==> src/mldsa_z_pkg.sv <==
/*
 * Shared constants and types for the ML-DSA signature z decoder.
 * The RTL blocks and the testbench reference them by scoped name.
 */

package mldsa_z_pkg;

    // ========================================
    // Scheme sizes and bus widths
    // ========================================

    localparam int unsigned MLDSA_N        = 256;
    localparam int unsigned MLDSA_L        = 7;
    localparam int unsigned Z_ENC_WIDTH    = 20;
    localparam int unsigned COEF_WIDTH     = 24;
    localparam int unsigned MEM_ADDR_WIDTH = 15;

    // Four coefficients per memory word, two words per cycle
    localparam int unsigned Z_NUM_WORDS = (MLDSA_L * MLDSA_N) / 4;
    localparam int unsigned Z_NUM_PAIRS = Z_NUM_WORDS / 2;

    // One cycle of memory latency plus one cycle in the decode unit
    localparam int unsigned Z_PIPE_DELAY = 2;

    // Enough bits to count every read pair of a run
    localparam int unsigned Z_PAIR_CNT_WIDTH = $clog2(Z_NUM_PAIRS);

    // ========================================
    // Types
    // ========================================

    typedef logic [MEM_ADDR_WIDTH-1:0]   mem_addr_t;
    typedef logic [Z_ENC_WIDTH-1:0]      z_enc_t;
    typedef logic [COEF_WIDTH-1:0]       coef_t;
    typedef logic [4*Z_ENC_WIDTH-1:0]    z_enc_word_t;
    typedef logic [4*COEF_WIDTH-1:0]     coef_word_t;
    typedef logic [Z_PAIR_CNT_WIDTH-1:0] pair_cnt_t;

    typedef enum logic {
        Z_RD_IDLE,
        Z_RD_BUSY
    } z_rd_state_t;

    // ========================================
    // Values used by the decode arithmetic
    // ========================================

    // Modulus q
    localparam coef_t MLDSA_Q = 24'd8380417;

    // gamma1 is 2^19 and marks the centre of the encoded range
    localparam coef_t Z_GAMMA1 = 24'd524288;

    // Index of the final read pair in a run
    localparam pair_cnt_t Z_LAST_PAIR = pair_cnt_t'(Z_NUM_PAIRS - 1);

endpackage

==> src/sigdecode_z_rd_ctrl.sv <==
/*
 * Read sequencer of the z decoder.
 * Accepts a start request while idle, locks the source base address and
 * issues one read on each of ports a and b per cycle for a full run.
 * Also tells the write side when a run starts and when reads are out.
 */

`timescale 1ns/1ps

module sigdecode_z_rd_ctrl (
    input  logic                   clk,
    input  logic                   reset_n,
    input  logic                   zeroize,
    input  logic                   sigdecode_z_enable,
    input  mldsa_z_pkg::mem_addr_t sigmem_src_base_addr,
    output logic                   sig_a_rd_en,
    output logic                   sig_b_rd_en,
    output mldsa_z_pkg::mem_addr_t sig_a_rd_addr,
    output mldsa_z_pkg::mem_addr_t sig_b_rd_addr,
    output logic                   start,
    output logic                   rd_issue
);

    mldsa_z_pkg::z_rd_state_t state;
    mldsa_z_pkg::z_rd_state_t next_state;
    mldsa_z_pkg::pair_cnt_t   pair_cnt;
    mldsa_z_pkg::mem_addr_t   locked_src_addr;
    mldsa_z_pkg::mem_addr_t   pair_offset;
    logic                     rd_en_q;
    logic                     accept;
    logic                     last_pair;

    // ========================================
    // FSM
    // ========================================

    // A request that arrives during a run is simply dropped
    assign accept    = (state == mldsa_z_pkg::Z_RD_IDLE) && sigdecode_z_enable;
    assign last_pair = (pair_cnt == mldsa_z_pkg::Z_LAST_PAIR);

    always_comb begin
        next_state = state;
        case (state)
            mldsa_z_pkg::Z_RD_IDLE: begin
                if (sigdecode_z_enable) begin
                    next_state = mldsa_z_pkg::Z_RD_BUSY;
                end
            end
            mldsa_z_pkg::Z_RD_BUSY: begin
                if (last_pair) begin
                    next_state = mldsa_z_pkg::Z_RD_IDLE;
                end
            end
            default: begin
                next_state = mldsa_z_pkg::Z_RD_IDLE;
            end
        endcase
    end

    always_ff @(posedge clk or negedge reset_n) begin
        if (!reset_n) begin
            state <= mldsa_z_pkg::Z_RD_IDLE;
        end else if (zeroize) begin
            state <= mldsa_z_pkg::Z_RD_IDLE;
        end else begin
            state <= next_state;
        end
    end

    // ========================================
    // Address lock, pair counter and strobes
    // ========================================

    // Port a takes the even word of each pair, port b the odd one
    assign pair_offset = mldsa_z_pkg::mem_addr_t'({pair_cnt, 1'b0});

    always_ff @(posedge clk or negedge reset_n) begin
        if (!reset_n) begin
            locked_src_addr <= '0;
            pair_cnt        <= '0;
            start           <= 1'b0;
            rd_en_q         <= 1'b0;
            sig_a_rd_addr   <= '0;
            sig_b_rd_addr   <= '0;
        end else if (zeroize) begin
            locked_src_addr <= '0;
            pair_cnt        <= '0;
            start           <= 1'b0;
            rd_en_q         <= 1'b0;
            sig_a_rd_addr   <= '0;
            sig_b_rd_addr   <= '0;
        end else begin
            start <= accept;
            if (accept) begin
                locked_src_addr <= sigmem_src_base_addr;
                pair_cnt        <= '0;
            end
            if (state == mldsa_z_pkg::Z_RD_BUSY) begin
                rd_en_q       <= 1'b1;
                sig_a_rd_addr <= locked_src_addr + pair_offset;
                sig_b_rd_addr <= locked_src_addr + pair_offset + 1'b1;
                pair_cnt      <= pair_cnt + 1'b1;
            end else begin
                rd_en_q       <= 1'b0;
                sig_a_rd_addr <= '0;
                sig_b_rd_addr <= '0;
            end
        end
    end

    // Both ports always read together
    assign sig_a_rd_en = rd_en_q;
    assign sig_b_rd_en = rd_en_q;
    assign rd_issue    = rd_en_q;

endmodule

==> src/sigdecode_z_unit.sv <==
/*
 * One z coefficient decoder with a single register stage.
 * Maps an encoded value x to gamma1 - x, brought into the range 0..q-1.
 */

`timescale 1ns/1ps

module sigdecode_z_unit (
    input  logic                clk,
    input  logic                reset_n,
    input  logic                zeroize,
    input  mldsa_z_pkg::z_enc_t enc,
    output mldsa_z_pkg::coef_t  coef
);

    // One extra bit on top of the coefficient width holds the sign
    logic [mldsa_z_pkg::COEF_WIDTH:0]   diff;
    logic [mldsa_z_pkg::COEF_WIDTH:0]   wrapped;
    mldsa_z_pkg::coef_t                 coef_next;

    // gamma1 - x lies in -(2^19 - 1) .. 2^19
    assign diff = {1'b0, mldsa_z_pkg::Z_GAMMA1} - {1'b0, mldsa_z_pkg::coef_t'(enc)};

    assign wrapped = diff + {1'b0, mldsa_z_pkg::MLDSA_Q};

    // A negative difference is lifted by q, anything else passes as is
    assign coef_next = diff[mldsa_z_pkg::COEF_WIDTH] ?
                       wrapped[mldsa_z_pkg::COEF_WIDTH-1:0] :
                       diff[mldsa_z_pkg::COEF_WIDTH-1:0];

    always_ff @(posedge clk or negedge reset_n) begin
        if (!reset_n) begin
            coef <= '0;
        end else if (zeroize) begin
            coef <= '0;
        end else begin
            coef <= coef_next;
        end
    end

endmodule

==> src/sigdecode_z_wr_ctrl.sv <==
/*
 * Write sequencer of the z decoder.
 * Locks the destination base at run start, delays the read strobe by the
 * memory plus decode latency, and turns it into paired write strobes and
 * addresses. Done pulses once after the last write of a run.
 */

`timescale 1ns/1ps

module sigdecode_z_wr_ctrl (
    input  logic                   clk,
    input  logic                   reset_n,
    input  logic                   zeroize,
    input  logic                   start,
    input  logic                   rd_issue,
    input  mldsa_z_pkg::mem_addr_t dest_base_addr,
    output logic                   mem_a_wr_en,
    output logic                   mem_b_wr_en,
    output mldsa_z_pkg::mem_addr_t mem_a_wr_addr,
    output mldsa_z_pkg::mem_addr_t mem_b_wr_addr,
    output logic                   sigdecode_z_done
);

    // Stage i is high i+1 cycles after the matching read strobe
    logic [mldsa_z_pkg::Z_PIPE_DELAY-1:0] issue_pipe;
    mldsa_z_pkg::mem_addr_t               locked_dest_addr;
    mldsa_z_pkg::pair_cnt_t               pair_cnt;
    mldsa_z_pkg::mem_addr_t               pair_offset;
    logic                                 wr_next;
    logic                                 wr_now;

    // ========================================
    // Strobe pipeline
    // ========================================

    assign wr_next = issue_pipe[mldsa_z_pkg::Z_PIPE_DELAY-2];
    assign wr_now  = issue_pipe[mldsa_z_pkg::Z_PIPE_DELAY-1];

    always_ff @(posedge clk or negedge reset_n) begin
        if (!reset_n) begin
            issue_pipe       <= '0;
            sigdecode_z_done <= 1'b0;
        end else if (zeroize) begin
            issue_pipe       <= '0;
            sigdecode_z_done <= 1'b0;
        end else begin
            issue_pipe[0] <= rd_issue;
            for (int i = 1; i < mldsa_z_pkg::Z_PIPE_DELAY; i++) begin
                issue_pipe[i] <= issue_pipe[i-1];
            end
            // Falling edge of the write strobe ends the run
            sigdecode_z_done <= wr_now && !wr_next;
        end
    end

    assign mem_a_wr_en = wr_now;
    assign mem_b_wr_en = wr_now;

    // ========================================
    // Destination addressing
    // ========================================

    assign pair_offset = mldsa_z_pkg::mem_addr_t'({pair_cnt, 1'b0});

    // Addresses are registered on the same edge that raises the strobe
    always_ff @(posedge clk or negedge reset_n) begin
        if (!reset_n) begin
            locked_dest_addr <= '0;
            pair_cnt         <= '0;
            mem_a_wr_addr    <= '0;
            mem_b_wr_addr    <= '0;
        end else if (zeroize) begin
            locked_dest_addr <= '0;
            pair_cnt         <= '0;
            mem_a_wr_addr    <= '0;
            mem_b_wr_addr    <= '0;
        end else begin
            if (wr_next) begin
                mem_a_wr_addr <= locked_dest_addr + pair_offset;
                mem_b_wr_addr <= locked_dest_addr + pair_offset + 1'b1;
                pair_cnt      <= pair_cnt + 1'b1;
            end else begin
                mem_a_wr_addr <= '0;
                mem_b_wr_addr <= '0;
            end
            // A new run may start while the previous one drains its last write
            if (start) begin
                locked_dest_addr <= dest_base_addr;
                pair_cnt         <= '0;
            end
        end
    end

endmodule

==> src/sigdecode_z_top.sv <==
/*
 * Top level of the ML-DSA signature z decoder.
 * Connects the read sequencer, the write sequencer and eight decode units,
 * four on each memory port. Pulse sigdecode_z_enable to run one full z.
 */

`timescale 1ns/1ps

module sigdecode_z_top (
    input  logic                     clk,
    input  logic                     reset_n,
    input  logic                     zeroize,
    input  logic                     sigdecode_z_enable,
    input  mldsa_z_pkg::mem_addr_t   sigmem_src_base_addr,
    input  mldsa_z_pkg::mem_addr_t   dest_base_addr,

    // Signature memory read side
    output logic                     sig_a_rd_en,
    output logic                     sig_b_rd_en,
    output mldsa_z_pkg::mem_addr_t   sig_a_rd_addr,
    output mldsa_z_pkg::mem_addr_t   sig_b_rd_addr,
    input  mldsa_z_pkg::z_enc_word_t sig_a_rd_data,
    input  mldsa_z_pkg::z_enc_word_t sig_b_rd_data,

    // Destination memory write side
    output logic                     mem_a_wr_en,
    output logic                     mem_b_wr_en,
    output mldsa_z_pkg::mem_addr_t   mem_a_wr_addr,
    output mldsa_z_pkg::mem_addr_t   mem_b_wr_addr,
    output mldsa_z_pkg::coef_word_t  mem_a_wr_data,
    output mldsa_z_pkg::coef_word_t  mem_b_wr_data,

    output logic                     sigdecode_z_done
);

    logic start;
    logic rd_issue;

    sigdecode_z_rd_ctrl i_rd_ctrl (
        .clk                  (clk),
        .reset_n              (reset_n),
        .zeroize              (zeroize),
        .sigdecode_z_enable   (sigdecode_z_enable),
        .sigmem_src_base_addr (sigmem_src_base_addr),
        .sig_a_rd_en          (sig_a_rd_en),
        .sig_b_rd_en          (sig_b_rd_en),
        .sig_a_rd_addr        (sig_a_rd_addr),
        .sig_b_rd_addr        (sig_b_rd_addr),
        .start                (start),
        .rd_issue             (rd_issue)
    );

    sigdecode_z_wr_ctrl i_wr_ctrl (
        .clk              (clk),
        .reset_n          (reset_n),
        .zeroize          (zeroize),
        .start            (start),
        .rd_issue         (rd_issue),
        .dest_base_addr   (dest_base_addr),
        .mem_a_wr_en      (mem_a_wr_en),
        .mem_b_wr_en      (mem_b_wr_en),
        .mem_a_wr_addr    (mem_a_wr_addr),
        .mem_b_wr_addr    (mem_b_wr_addr),
        .sigdecode_z_done (sigdecode_z_done)
    );

    // Coefficient i of each word sits at bit i times its width
    for (genvar i = 0; i < 4; i++) begin : g_dec
        sigdecode_z_unit i_unit_a (
            .clk     (clk),
            .reset_n (reset_n),
            .zeroize (zeroize),
            .enc     (sig_a_rd_data[i*mldsa_z_pkg::Z_ENC_WIDTH +: mldsa_z_pkg::Z_ENC_WIDTH]),
            .coef    (mem_a_wr_data[i*mldsa_z_pkg::COEF_WIDTH +: mldsa_z_pkg::COEF_WIDTH])
        );

        sigdecode_z_unit i_unit_b (
            .clk     (clk),
            .reset_n (reset_n),
            .zeroize (zeroize),
            .enc     (sig_b_rd_data[i*mldsa_z_pkg::Z_ENC_WIDTH +: mldsa_z_pkg::Z_ENC_WIDTH]),
            .coef    (mem_b_wr_data[i*mldsa_z_pkg::COEF_WIDTH +: mldsa_z_pkg::COEF_WIDTH])
        );
    end

endmodule

==> config.mk <==
export PLATFORM = sky130hd
export DESIGN_NAME = sigdecode_z_top
export DESIGN_NICKNAME = d
export VERILOG_FILES = /design/src/mldsa_z_pkg.sv /design/src/sigdecode_z_rd_ctrl.sv /design/src/sigdecode_z_unit.sv /design/src/sigdecode_z_wr_ctrl.sv /design/src/sigdecode_z_top.sv
export SDC_FILE = /design/constraint.sdc
export NUM_CORES = 1
export LEC_CHECK = 0
export ABC_CLOCK_PERIOD_IN_PS = 3160
export BUFFER_PORTS_ARGS = -buffer_cell sky130_fd_sc_hd__buf_2
export CAP_MARGIN = 20
export CORE_AREA = 2 2 196 198
export CTS_BUF_LIST = sky130_fd_sc_hd__clkbuf_16
export CTS_CLUSTER_DIAMETER = 30
export DETAILED_ROUTE_END_ITERATION = 12
export DIE_AREA = 0 0 198 200
export GPL_ROUTABILITY_DRIVEN = 0
export MAX_ROUTING_LAYER = met4
export PLACE_DENSITY = 0.77
export SLEW_MARGIN = 20
export SYNTH_ARGS = -nofsm -noshare
export SYNTH_HDL_FRONTEND = slang
export SYNTH_SLANG_ARGS = --single-unit
==> constraint.sdc <==
create_clock -name clk -period 3.16 [get_ports clk]
set_clock_uncertainty 0.2 [all_clocks]
set_input_delay 0.316 -clock clk [delete_from_list [all_inputs] [get_ports clk]]
set_output_delay 0.316 -clock clk [all_outputs]
set_load 0.05 [all_outputs]
==> metrics.md <==
| Metric | Value |
|---|---|
| Total wire length | `63.5 mm` |
| Clock tree buffer depth | `3` |
| Initial core utilization | `49.4%` |
| Post-synth ARST share | `100%` |
| CTS Buf Count | `70` |
| Number of iterations in the first detailed-routing pass | `9` |
| Fmax | `316 MHz` |
| Tot GR Track Use | `31.7%` |
| Setup violators final | `1` |
| Slew Limit Fails | `0` |
| VDD IR-drop max | `0.450 mV` |
| Vias in the first global route | `19300` |
| Register area share after synthesis | `41.2%` |
| Core area | `0.0374 sq mm` |
| FF-to-FF path depth | `10` |
| Max-Cap Viols | `0` |
| Final instance area | `0.0262 sq mm` |
| Worst Setup Slack, final | `-0.000959 ns` |
| DIE AREA | `0.0396 sq mm` |
| Capturing point of the worst reg2reg path | `i_wr_ctrl.mem_b_wr_addr[14]` |
| Nets | `2987` |
| Root buffer cell | `clkbuf_16` |
| Clk sinks | `304` |
| Setup TNS | `-0.000959 ns` |
| Via count | `19500` |
| IO Count | `451` |
| Ys flop type | `dfrtp_1` |
| Startpoint Class | `input port` |
| Routed wire per std cell | `19.1 um` |
| Minimum clock period | `3.16 ns` |
| Drt first-iter violations | `1504` |
| Outcome | `complete, but fails checks` |
| H-Tree Depth | `3` |
| Die height | `200 um` |
| HPWL after DPL | `42.3 mm` |
| Fin. Hold Viols | `0` |
| Hold WS | `0.0242 ns` |
| CP endpoint kind | `flop` |
| Final worst-path cycle share | `100%` |
| CP required | `3.43 ns` |
| Failing checks | `setup timing` |
| Layout cell share with drive strength beyond 1 | `27.9%` |
| Hold Crit Start | `sig_b_rd_data[23]` |
| CP max FO | `8` |
| Reg2reg setup slack | `0.06 ns` |
| Grt ovf | `0` |
| Die width | `198 um` |
| Worst Hold Class | `in -> reg` |
| Number of filler cells placed in the layout | `2600` |
| Core Rows | `71` |
| Power Total | `13800 uW` |
| DRC Markers | `0` |
| Initial antenna violation count | `7` |
| Syn. warnings | `0` |
| Slew HR | `42.4%` |
| Antenna viol nets, final | `0` |
| CTS tree | `built` |
| Post-synth EDFFs | `0` |
| Synth cell types | `90` |
| Skew-Pair Late Insertion Delay | `0.58 ns` |
| Hold path depth | `4` |
| Dpl cell area | `0.0221 sq mm` |
| Worst EP arrival | `3.43 ns` |
| Kind of critical path | `in -> reg` |
| Port bufs | `450` |
| Static Leak | `0.0121 uW` |
| Mapped Cells | `2050` |
| Mean Syn Cell Area | `9.01 sq um` |
| Final core utilization | `70.0%` |
| Maximum number of pins on one net before global-route repair | `110` |
| Syn-to-layout area delta | `41.6%` |
| #FFs+latches synth | `304` |
| Worst-Margin Slew | `0.863 ns` |
| Most frequent cells in the layout | `buf_2 (442), nor2_1 (306), dfrtp_1 (304)` |
| Post-Syn Area | `0.0185 sq mm` |
| Clk slew on worst S/H paths | `0.04 ns` |
| Worst Hold End | `g_dec[1].i_unit_b.coef[3]` |
| Via-to-Cell Ratio | `5.84` |
| P per Cell Area | `526 mW/mm^2` |
| Worst reg2reg path startpoint | `i_wr_ctrl.locked_dest_addr[1]` |
| Most common cell after layout, fill and taps aside | `buf_2` |
| First-pass GRT wire length | `97.9 mm` |
critical path, cell delays in order:
cell and delay, ns:
dlygate4sd3_1 0.54, buf_2 0.17, or4_1 0.58, buf_4 0.18, o41ai_1 0.48, a311oi_1 0.17, nand4_1 0.19, buf_4 0.16
o21ai_2 0.08, or3_1 0.37, a21oi_1 0.19
layer usage:
layer | GRT usage (%) | up-vias | part of all wire (%)
met3 | 6.91 | 297 | 9.0
met4 | 18.7 | 0 | 5.7
met2 | 52.5 | 1109 | 48
met1 | 35.6 | 9274 | 37
met5 | - | - | 0
li1 | - | 8793 | -
how the worst max path moves through the flow:
stage                                from  cells past startpoint                          end
floorplan               sig_a_rd_data[65]                     10   g_dec[3].i_unit_a.coef[18]
global placement        sig_a_rd_data[70]                      8   g_dec[3].i_unit_a.coef[18]
detailed placement  i_wr_ctrl.pair_cnt[0]                     10  i_wr_ctrl.mem_b_wr_addr[14]
CTS                     sig_b_rd_data[15]                     10    g_dec[0].i_unit_b.coef[9]
global route            sig_a_rd_data[20]                     12   g_dec[1].i_unit_a.coef[18]
finish                  sig_a_rd_data[24]                     11   g_dec[1].i_unit_a.coef[15]
through the flow:
| stage | setup WS (ns) | cells |
|---|---|---|
| floorplan | -0.0871 | 2057 |
| global placement | 0.0363 | 3049 |
| detailed placement | -0.00892 | 3049 |
| CTS | 0.0144 | 3322 |
| global route | -0.0841 | 3328 |
| finish | -0.000959 | 3332 |
area by class of cell:
cell class	instances	area, sq um	area share [%]
Multi-Input combinational cell	1596	10600	40.4
Sequential cell	304	7610	29.1
Timing Repair Buffer	722	4760	18.2
Clock buffer	72	1800	6.89
Tap cell	511	639	2.44
Clock inverter	56	546	2.08
Inverter	60	225	0.861
Antenna cell	11	27.5	0.105
logic make-up (layout without fill, tap and decap cells):
family,count (synthesis),in the layout,share of synthesized area [%]
compound gates,359,359,14.0
xor+xnor,244,244,11.6
fa+ha+maj,40,40,2.78
buf+inv,157,910,3.32
flops,304,304,41.2
mux,31,31,1.74
other cells,1,19,0.0203
simple gates,914,914,25.5
registers in the layout, summed over array words and instances, names as in the netlist:
signal / cells
i_wr_ctrl.mem_b_wr_addr: 15
i_wr_ctrl.pair_cnt: 8
i_rd_ctrl.pair_cnt: 8
g_dec.i_unit_a.coef: 96
g_dec.i_unit_b.coef: 96
i_rd_ctrl.start: 1
i_wr_ctrl.sigdecode_z_done: 1
i_rd_ctrl.sig_b_rd_addr: 15
i_rd_ctrl.sig_a_rd_addr: 15
i_wr_ctrl.locked_dest_addr: 15
i_wr_ctrl.mem_a_wr_addr: 15
i_rd_ctrl.state: 1
i_rd_ctrl.locked_src_addr: 15
i_rd_ctrl.rd_issue: 1
i_wr_ctrl.issue_pipe: 2
timing repair:
action / in CTS / in global routing
endpoints found under the setup margin: 1 / 40
hold buffers: 145 / 0
setup buffers: 0 / 6
endpoints found under the hold margin: 220 / 0
gates resized for setup: 1 / 56
pin swaps: 0 / 15
gates cloned: 0 / 0
power breakdown:
part           total [uW]  internal, uW  switching [uW]
Sequential           4190          4100            96.3
Clock                7170          4800            2370
Combinational        2390           780            1610
cell usage after synthesis (all sizes together) (49+ instances only):
cell type,n,area [sq um]
a21oi,69,345
nand2,116,435
xnor2,147,1290
nor2,308,1160
inv,58,218
xor2,97,850
clkbuf,89,334
or3,49,307
o21ai,59,295
nor3,86,435
nand3,55,275
dfrtp,304,7610
Power figures use the tool's default switching activity.
